### config.mk
export PLATFORM = sky130hd
export DESIGN_NAME = io_subsystem
export DESIGN_NICKNAME = d
export VERILOG_FILES = /design/src/rtl/io_pkg.sv /design/src/rtl/gpio_port.sv /design/src/rtl/io_mask_stage.sv /design/src/rtl/io_readback.sv /design/src/rtl/io_subsystem.sv /design/src/rtl/sample_ram.sv /design/src/rtl/task_scheduler.sv
export VERILOG_INCLUDE_DIRS = /design/src /design/src/rtl
export SDC_FILE = /design/constraint.sdc
export NUM_CORES = 2
export LEC_CHECK = 0
export ABC_AREA = 0
export BUFFER_PORTS_ARGS = -buffer_cell sky130_fd_sc_hd__buf_2
export CORE_ASPECT_RATIO = 0.75
export CORE_MARGIN = 2
export CORE_UTILIZATION = 47
export CTS_CLUSTER_DIAMETER = 50
export CTS_CLUSTER_SIZE = 40
export DETAILED_ROUTE_END_ITERATION = 7
export PLACE_DENSITY_LB_ADDON = 0.3
export SLEW_MARGIN = 20
export SYNTH_ARGS = -nofsm -noshare
export SYNTH_HDL_FRONTEND = slang
export SYNTH_MEMORY_MAX_BITS = 65536
export SYNTH_SLANG_ARGS = --single-unit
### constraint.sdc
create_clock -name clk -period 15 [get_ports clk]
set_clock_uncertainty 0.15 [all_clocks]
set_input_delay 1.5 -clock clk [delete_from_list [all_inputs] [get_ports clk]]
set_output_delay 1.5 -clock clk [all_outputs]
set_load 0.01 [all_outputs]
### src/rtl/io_consts.svh
`ifndef IO_CONSTS_SVH
`define IO_CONSTS_SVH

// bus geometry
`define IO_WORD_BITS        16  // cpu data word
`define IO_SLOTS            4   // hardware threads sharing the bus
`define IO_LED_BITS         8
`define IO_SAMPLE_PTR_BITS  8   // 256 word sample memory

// one-hot device select bits in the io address
`define IO_BIT_PMOD         0   // gpio data
`define IO_BIT_DIR          1   // gpio direction, 1 = output
`define IO_BIT_LEDS         2
`define IO_BIT_TASK1        8   // task xt for slot 1
`define IO_BIT_TASK2        9   // task xt for slot 2
`define IO_BIT_TASK3        10  // task xt for slot 3
`define IO_BIT_SAMPLE       11  // sample memory data port
`define IO_BIT_MISC         13  // status on read, misc control on write
`define IO_BIT_TASK_FETCH   14  // read: own task, write: kill request
`define IO_BIT_MASK         15  // write: mask for next access, read: ticks

// misc word layout on writes to IO_BIT_MISC
// bits 7..0 carry the pointer preset value
`define IO_MISC_SET_WPTR    11
`define IO_MISC_SET_RPTR    10

`endif

### src/rtl/io_pkg.sv
`include "io_consts.svh"

package io_pkg;

  // plain data word on the io bus
  typedef logic [`IO_WORD_BITS-1:0] io_word_t;

  // device select, one bit per device (several may be set on a read)
  typedef logic [`IO_WORD_BITS-1:0] io_addr_t;

  typedef logic [$clog2(`IO_SLOTS)-1:0] slot_id_t; // which cpu slot issued the access

  typedef logic [`IO_LED_BITS-1:0] led_word_t;

  typedef logic [`IO_SAMPLE_PTR_BITS-1:0] sample_ptr_t; // wraps at the memory size

  typedef logic [`IO_SLOTS-1:0] kill_mask_t; // one restart request per slot

  // one io access as issued by the cpu
  // rd and wr are never set together
  typedef struct packed {
    logic     rd;
    logic     wr;
    slot_id_t slot;
    io_addr_t addr;
    io_word_t data;
  } io_req_t;

endpackage

### src/rtl/gpio_port.sv
`include "io_consts.svh"

// gpio data and direction registers plus the led register
// every write is bit-masked with the issuing slot's mask
module gpio_port (
  input  logic               clk,
  input  logic               resetq,
  input  io_pkg::io_req_t    req_q,
  input  io_pkg::io_word_t   wr_mask,
  input  io_pkg::io_word_t   pa_in,
  output io_pkg::io_word_t   pa_out,
  output io_pkg::io_word_t   pa_oe,
  output io_pkg::io_word_t   pmod_in_q,
  output io_pkg::led_word_t  leds
);

  logic pa_out_we;
  logic pa_oe_we;
  logic leds_we;

  // mask bit 1 takes the new bit, mask bit 0 keeps the old one
  function automatic io_pkg::io_word_t masked_merge(
    input io_pkg::io_word_t old_v,
    input io_pkg::io_word_t new_v,
    input io_pkg::io_word_t msk
  );
    return (old_v & ~msk) | (new_v & msk);
  endfunction

  assign pa_out_we = req_q.wr & req_q.addr[`IO_BIT_PMOD];
  assign pa_oe_we  = req_q.wr & req_q.addr[`IO_BIT_DIR];
  assign leds_we   = req_q.wr & req_q.addr[`IO_BIT_LEDS];

  // port output data
  always_ff @(posedge clk) begin
    if (pa_out_we) begin
      pa_out <= masked_merge(pa_out, req_q.data, wr_mask);
    end
  end

  // direction, all pins come up as inputs
  always_ff @(posedge clk) begin
    if (!resetq) begin
      pa_oe <= '0;
    end else if (pa_oe_we) begin
      pa_oe <= masked_merge(pa_oe, req_q.data, wr_mask);
    end
  end

  // leds use the low byte of data and mask
  always_ff @(posedge clk) begin
    if (leds_we) begin
      leds <= io_pkg::led_word_t'(masked_merge(io_pkg::io_word_t'(leds), req_q.data, wr_mask));
    end
  end

  // pins sampled once, read back from this register
  always_ff @(posedge clk) begin
    pmod_in_q <= pa_in;
  end

endmodule

### src/rtl/io_mask_stage.sv
`include "io_consts.svh"

// first pipeline stage: the cpu access is registered here, and each slot
// owns a mask word that qualifies its following access
module io_mask_stage (
  input  logic              clk,
  input  logic              resetq,
  input  io_pkg::io_req_t   io_req,
  output io_pkg::io_req_t   req_q,
  output io_pkg::io_word_t  wr_mask
);

  io_pkg::io_word_t mask_q [`IO_SLOTS]; // one stored mask per slot
  logic             access;             // captured cycle carries an access
  logic             mask_set;           // captured access loads a new mask

  // request capture, only the strobes need a defined value out of reset
  always_ff @(posedge clk) begin
    req_q <= io_req;
    if (!resetq) begin
      req_q.rd <= 1'b0;
      req_q.wr <= 1'b0;
    end
  end

  assign access   = req_q.rd | req_q.wr;
  assign mask_set = req_q.wr & req_q.addr[`IO_BIT_MASK];

  // the mask is consumed by the devices in the same cycle it is replaced,
  // so a new mask only ever reaches the slot's next access
  always_ff @(posedge clk) begin
    if (!resetq) begin
      for (int i = 0; i < `IO_SLOTS; i++) begin
        mask_q[i] <= '1; // unmasked
      end
    end else if (access) begin
      // any other access by the slot restores all ones
      mask_q[req_q.slot] <= mask_set ? req_q.data : '1;
    end
  end

  assign wr_mask = mask_q[req_q.slot]; // mask of the slot now at the devices

endmodule

### src/rtl/io_readback.sv
`include "io_consts.svh"

// tick counter, status word and the read-back or-bus
module io_readback (
  input  logic               clk,
  input  logic               resetq,
  input  io_pkg::io_req_t    req_q,
  input  io_pkg::io_word_t   pmod_in_q,
  input  io_pkg::io_word_t   pmod_dir,
  input  io_pkg::led_word_t  leds,
  input  io_pkg::io_word_t   task_word1,
  input  io_pkg::io_word_t   task_word2,
  input  io_pkg::io_word_t   task_word3,
  input  io_pkg::io_word_t   task_fetch,
  input  io_pkg::io_word_t   sample_word,
  output io_pkg::io_word_t   io_din
);

  io_pkg::io_word_t ticks_q;
  io_pkg::io_word_t status_word;

  // free-running wall clock
  always_ff @(posedge clk) begin
    if (!resetq) begin
      ticks_q <= '0;
    end else begin
      ticks_q <= ticks_q + 1'b1;
    end
  end

  // msb says "not slot 0", everything else reads zero
  assign status_word = {(req_q.slot != '0), {(`IO_WORD_BITS - 1){1'b0}}};

  // every selected source is ORed in; decodes from the address alone
  always_comb begin
    io_din = '0;
    if (req_q.addr[`IO_BIT_PMOD])       io_din |= pmod_in_q;
    if (req_q.addr[`IO_BIT_DIR])        io_din |= pmod_dir;
    if (req_q.addr[`IO_BIT_LEDS])       io_din |= io_pkg::io_word_t'(leds); // low byte
    if (req_q.addr[`IO_BIT_TASK1])      io_din |= task_word1;
    if (req_q.addr[`IO_BIT_TASK2])      io_din |= task_word2;
    if (req_q.addr[`IO_BIT_TASK3])      io_din |= task_word3;
    if (req_q.addr[`IO_BIT_SAMPLE])     io_din |= sample_word;
    if (req_q.addr[`IO_BIT_MISC])       io_din |= status_word;
    if (req_q.addr[`IO_BIT_TASK_FETCH]) io_din |= task_fetch;
    if (req_q.addr[`IO_BIT_MASK])       io_din |= ticks_q;  // ticks on the read side
  end

endmodule

### src/rtl/io_subsystem.sv
// io block top: capture stage in front, devices and read-back behind it
module io_subsystem (
  input  logic                clk,
  input  logic                resetq,
  input  io_pkg::io_req_t     io_req,
  input  io_pkg::io_word_t    pa_in,
  output io_pkg::io_word_t    pa_out,
  output io_pkg::io_word_t    pa_oe,
  output io_pkg::led_word_t   leds,
  output io_pkg::io_word_t    io_din,
  output io_pkg::kill_mask_t  kill_slot_rq
);

  io_pkg::io_req_t   req_q;      // access now at the devices
  io_pkg::io_word_t  wr_mask;    // that access's slot mask
  io_pkg::io_word_t  pmod_in_q;
  io_pkg::io_word_t  task_word1;
  io_pkg::io_word_t  task_word2;
  io_pkg::io_word_t  task_word3;
  io_pkg::io_word_t  task_fetch;
  io_pkg::io_word_t  sample_word;

  io_mask_stage u_mask_stage (
    .clk     (clk),
    .resetq  (resetq),
    .io_req  (io_req),
    .req_q   (req_q),
    .wr_mask (wr_mask)
  );

  gpio_port u_gpio (
    .clk       (clk),
    .resetq    (resetq),
    .req_q     (req_q),
    .wr_mask   (wr_mask),
    .pa_in     (pa_in),
    .pa_out    (pa_out),
    .pa_oe     (pa_oe),
    .pmod_in_q (pmod_in_q),
    .leds      (leds)
  );

  task_scheduler u_tasks (
    .clk          (clk),
    .resetq       (resetq),
    .req_q        (req_q),
    .task_word1   (task_word1),
    .task_word2   (task_word2),
    .task_word3   (task_word3),
    .task_fetch   (task_fetch),
    .kill_slot_rq (kill_slot_rq)
  );

  sample_ram u_samples (
    .clk         (clk),
    .resetq      (resetq),
    .req_q       (req_q),
    .sample_word (sample_word)
  );

  // direction register reads back through pa_oe
  io_readback u_readback (
    .clk         (clk),
    .resetq      (resetq),
    .req_q       (req_q),
    .pmod_in_q   (pmod_in_q),
    .pmod_dir    (pa_oe),
    .leds        (leds),
    .task_word1  (task_word1),
    .task_word2  (task_word2),
    .task_word3  (task_word3),
    .task_fetch  (task_fetch),
    .sample_word (sample_word),
    .io_din      (io_din)
  );

endmodule

### src/rtl/sample_ram.sv
`include "io_consts.svh"

// 256x16 sample store with independent auto-incrementing pointers
module sample_ram (
  input  logic              clk,
  input  logic              resetq,
  input  io_pkg::io_req_t   req_q,
  output io_pkg::io_word_t  sample_word
);

  localparam int DEPTH = 1 << `IO_SAMPLE_PTR_BITS;

  io_pkg::io_word_t     mem_q [DEPTH];
  io_pkg::sample_ptr_t  wptr_q;
  io_pkg::sample_ptr_t  rptr_q;
  io_pkg::sample_ptr_t  preset_ptr;
  logic                 misc_wr;
  logic                 set_wptr;
  logic                 set_rptr;
  logic                 sample_wr;
  logic                 sample_rd;

  assign misc_wr    = req_q.wr & req_q.addr[`IO_BIT_MISC];
  assign set_wptr   = misc_wr & req_q.data[`IO_MISC_SET_WPTR];
  assign set_rptr   = misc_wr & req_q.data[`IO_MISC_SET_RPTR];
  assign preset_ptr = req_q.data[`IO_SAMPLE_PTR_BITS-1:0]; // both presets share the value
  assign sample_wr  = req_q.wr & req_q.addr[`IO_BIT_SAMPLE];
  assign sample_rd  = req_q.rd & req_q.addr[`IO_BIT_SAMPLE];

  // pointers wrap by plain overflow
  always_ff @(posedge clk) begin
    if (!resetq) begin
      wptr_q <= '0;
      rptr_q <= '0;
    end else begin
      if (set_wptr) begin
        wptr_q <= preset_ptr;
      end else if (sample_wr) begin
        wptr_q <= wptr_q + 1'b1;
      end
      if (set_rptr) begin
        rptr_q <= preset_ptr;
      end else if (sample_rd) begin
        rptr_q <= rptr_q + 1'b1; // step after the word went out
      end
    end
  end

  always_ff @(posedge clk) begin
    if (sample_wr) begin
      mem_q[wptr_q] <= req_q.data;
    end
  end

  assign sample_word = mem_q[rptr_q]; // current word, ready for the next read

endmodule

### src/rtl/task_scheduler.sv
`include "io_consts.svh"

// task table for slots 1..3
// slot 0 never gets a task, it runs the main loop
module task_scheduler (
  input  logic                clk,
  input  logic                resetq,
  input  io_pkg::io_req_t     req_q,
  output io_pkg::io_word_t    task_word1,
  output io_pkg::io_word_t    task_word2,
  output io_pkg::io_word_t    task_word3,
  output io_pkg::io_word_t    task_fetch,
  output io_pkg::kill_mask_t  kill_slot_rq
);

  localparam int TASK_SLOTS = `IO_SLOTS - 1;

  io_pkg::io_word_t  task_q [TASK_SLOTS]; // entry i belongs to slot i+1
  io_pkg::slot_id_t  own_idx;             // table entry of the captured slot
  logic              own_slot;            // captured slot has a table entry
  logic              fetch_rd;
  logic              kill_wr;

  assign own_idx  = io_pkg::slot_id_t'(req_q.slot - 2'd1);
  assign own_slot = (req_q.slot != '0);
  assign fetch_rd = req_q.rd & req_q.addr[`IO_BIT_TASK_FETCH];
  assign kill_wr  = req_q.wr & req_q.addr[`IO_BIT_TASK_FETCH];

  // any slot may assign any task word
  // lsb of an xt marks a run-once task, cleared by its first fetch
  always_ff @(posedge clk) begin
    if (!resetq) begin
      for (int i = 0; i < TASK_SLOTS; i++) begin
        task_q[i] <= '0; // no slot restarts a stale task
      end
    end else if (req_q.wr) begin
      for (int i = 0; i < TASK_SLOTS; i++) begin
        if (req_q.addr[`IO_BIT_TASK1 + i]) begin
          task_q[i] <= req_q.data;
        end
      end
    end else if (fetch_rd && own_slot && task_q[own_idx][0]) begin
      task_q[own_idx] <= '0;
    end
  end

  // kill request lives exactly one cycle after the write is at the devices
  always_ff @(posedge clk) begin
    if (!resetq) begin
      kill_slot_rq <= '0;
    end else begin
      kill_slot_rq <= kill_wr ? req_q.data[`IO_SLOTS-1:0] : '0;
    end
  end

  // a valid xt is even, so the run-once flag is hidden from the fetch
  always_comb begin
    if (own_slot) begin
      task_fetch = {task_q[own_idx][`IO_WORD_BITS-1:1], 1'b0};
    end else begin
      task_fetch = '0; // slot 0 spins on nothing
    end
  end

  assign task_word1 = task_q[0];
  assign task_word2 = task_q[1];
  assign task_word3 = task_q[2];

endmodule

==> results.yml <==
die:
  io_pins: 114
  start_util_pct: 47.3
  placementRows: 189
  fp.dieArea_sq_mm: 0.362
  fp.dieW_um: 694
  die_h_um: 521
  core-area_sq_mm: 0.354
clocking:
  cts_tree: "done"
  cts_setup_buffers: 0
  cts_max_path_buffers: 4
  ctsRootBufferMaster: "clkbuf_16"
  post_cts_resize_count: 0
  cts_made_buffers: 303
  holdBufCountCts: 0
  ctsHtreeMaxLevel: 5
  clock_sinks: 4338
  clk_latency_ns: 0.94
  path_clk_slew_ns: 0.10
pwr:
  pwr-share-seq_pct: 55.8
  p_leak_nw: 56.2
  power.share.combinational_pct: 5.5
  p_sw_share_pct: 24.1
  clkPwrFrac_pct: 38.7
  power.density_mw_per_mm2: 128
  p_sw_mw: 5.77
  ir_worst_vdd_v: 0.000108
  p_int_mw: 18.1
  power_mw: 23.9
worst_setup_path:
  worst_setup_path_end_kind: "output pin"
  arrival_ns: 7.33
  cp_max_fo: 53
  critPathRequiredTime_ns: 13.35
  critical_path_class: "reg2out"
  start_kind: "register"
synth:
  synth.most_common_cell: "edfxtp_1"
  yosysTopAreaCellShare_pct: 74.9
  yosysWarnings: 0
  ys_ff_latch: 4338
  yosysTopAreaCell: "edfxtp_1"
  synthCells: 8011
  synth_top_flop_cell: "edfxtp_1"
  ys_seq_area_share_pct: 76.7
  netlist_area_sq_mm: 0.168
  synth_cell_types: 68
  async_reset_ff_share_pct: 0
  postSynthAreaPerCell_sq_um: 20.9
  synth_edf_count: 4184
  synthTopCellsByCount: "edfxtp_1, mux4_2, mux2i_1"
  synth_area_leaders: "edfxtp_1, mux4_2, mux2i_1"
  syn-num-nets: 8075
cells_and_area:
  drive_gt1_share_pct: 26.1
  nets: 8371
  area_growth_pct: 11.2
drt:
  vias_per_cell: 6.43
  vias: 85212
  drtAntennaViolNets: 0
  drt_iter0_drc: 14156
  wl_per_cell_um: 33.8
  drtPass1Iterations: 8
  totalWireLength_um: 448000
  drc: 9
sta:
  setup_viol: 0
  fmax_mhz: 111
  maxSlewHeadroom_pct: 14.3
  tns_ns: 0
  min_period_ns: 8.98
  drv_slew: 0
  rsz0062_at_grt: "false"
  setup_ws_ns: 6.02
  hold_viol: 0
  fin_crit_sh_pct: 59.9
  worstMarginPinSlew_ns: 1.28
run_status:
  violations: "DRC"
  status: "complete, but fails checks"
grt:
  grt_max_degree: 202
  antenna_found_initial: 31
  grt_pass1_vias: 82004
  grt_pass1_wl_um: 627000
  track_usage_pct: 24.4
  grt_overflow: 0
hold_path:
  hold_path.class: "reg2reg"
placed_design:
  place_congestion: 0.893
  port_buffers: 107
  pre_cts_slack_ns: 6.89
  dp.final_hpwl_um: 271000
run:
  maxCapViolations: 0
## power groups by stage
stage               registers (mW)  clock network (mW)  logic [mW]
finish                        13.3                9.25        1.32
detailed placement            13.6                   0        1.31
floorplan                     13.7                   0       0.768
global placement              13.6                   0        1.28
global route                  13.3                9.78        1.38
CTS                           13.3                9.36        1.31
## sequential cells by signal, indices dropped and copies added, names as in the netlist, named ones only
signal	cells
u_readback.ticks_q	16
u_gpio.pmod_in_q	16
u_tasks.task_q	48
u_tasks.kill_slot_rq	4
u_mask_stage.mask_q	64
u_samples.wptr_q	8
u_samples.rptr_q	8
u_samples.mem_q	4096
u_mask_stage.req_q	30
## path summary, 6_finish.rpt
path                            slack [ns]                           endpoint  cells past startpoint                            from
worst max register to register       10.30  u_tasks.task_q[2][9]$_SDFFE_PP0P_                     10  u_mask_stage.req_q[32]$_DFF_P_
worst min register to register        0.30  u_samples.mem_q[127][6]$_DFFE_PP_                      0   u_mask_stage.req_q[6]$_DFF_P_
worst min-delay path                  0.30  u_samples.mem_q[127][6]$_DFFE_PP_                      0   u_mask_stage.req_q[6]$_DFF_P_
worst max-delay path                  6.02                          io_din[3]                     12                        register
## logic make-up after synthesis
kind of cell	Yosys count	synth area share, %
DFF	4338	76.7
AOI/OAI and AO/OA	757	3.12
muxes	1384	15.6
xor gates and xnor gates	26	0.136
and+or+nand+nor	989	2.61
adders and majority gates	10	0.0746
buffers and inverters	507	1.69
## metal layers
metal  global-route usage [%]  share of wire, %
met1                     37.3                41
met2                     35.2                44
met3                     6.17                12
met4                     6.48               2.8
met5                        0            0.0029
## critical path: stages (launching register included)
cell and delay, ns:
dfxtp_4 1.04, buf_4 0.80, buf_4 0.82, buf_4 0.83, mux2i_1 0.26, o221ai_1 0.24
o22ai_1 0.26, nor4_1 0.08, buf_4 0.21, a2111oi_0 0.68, buf_4 0.27, a32oi_1 0.40
buf_2 0.30
## through the flow
stage          utilization (%)  std cells  hold WS (ns)  cell area [sq um]
2_1_floorplan                -       8011         0.286             168000
3_3_place_gp              49.3      12679         0.300             175000
3_5_place_dp              49.4      12679         0.301             175000
4_1_cts                   52.5      13232         0.303             186000
5_1_grt                   52.6      13240         0.312             186000
6_report                  52.6      13249         0.300             186000
## layout by cell type, fill, tap and decap left out, types with 14 or more instances in the layout
| cell type | synthesis | routed |
|---|---|---|
| dfxtp_1 | 154 | 131 |
| a21oi_1 | 195 | 194 |
| a211oi_1 | 32 | 30 |
| nor2b_1 | 23 | 21 |
| diode_2 | 0 | 15 |
| buf_2 | 89 | 107 |
| inv_1 | 24 | 22 |
| xnor2_1 | 15 | 15 |
| a21boi_0 | 20 | 20 |
| o22ai_1 | 73 | 73 |
| and2_1 | 43 | 42 |
| clkinv_16 | 0 | 14 |
| clkbuf_16 | 0 | 310 |
| inv_6 | 0 | 33 |
| nor2_1 | 333 | 199 |
| dfxtp_4 | 0 | 21 |
| edfxtp_1 | 4184 | 4184 |
| nor3_1 | 49 | 44 |
| inv_12 | 0 | 44 |
| clkinv_8 | 0 | 48 |
| o221ai_1 | 124 | 124 |
| mux2_2 | 20 | 20 |
| o31ai_1 | 17 | 17 |
| o211a_1 | 17 | 17 |
| inv_16 | 0 | 17 |
| and3_1 | 39 | 34 |
| o21ai_0 | 70 | 63 |
| mux2i_1 | 375 | 375 |
| nand3_1 | 150 | 139 |
| nor2_4 | 0 | 47 |
| nor2_2 | 0 | 87 |
| nand2_1 | 297 | 291 |
| a22oi_1 | 85 | 85 |
| a221oi_1 | 16 | 16 |
| buf_4 | 52 | 348 |
| a31oi_1 | 16 | 15 |
| inv_8 | 0 | 33 |
| mux4_2 | 989 | 989 |
## cell type report
| type | instances | area, sq um |
|---|---|---|
| antenna | 15 | 37.5 |
| clock buffer | 317 | 7780 |
| clock inverter | 236 | 3480 |
| fill | 26794 | 168000 |
| inverter | 27 | 111 |
| multi-input combinational | 3166 | 37000 |
| sequential | 4338 | 129000 |
| tap | 4679 | 5850 |
| timing repair buffer | 471 | 3460 |
Power figures use the tool's default switching activity.
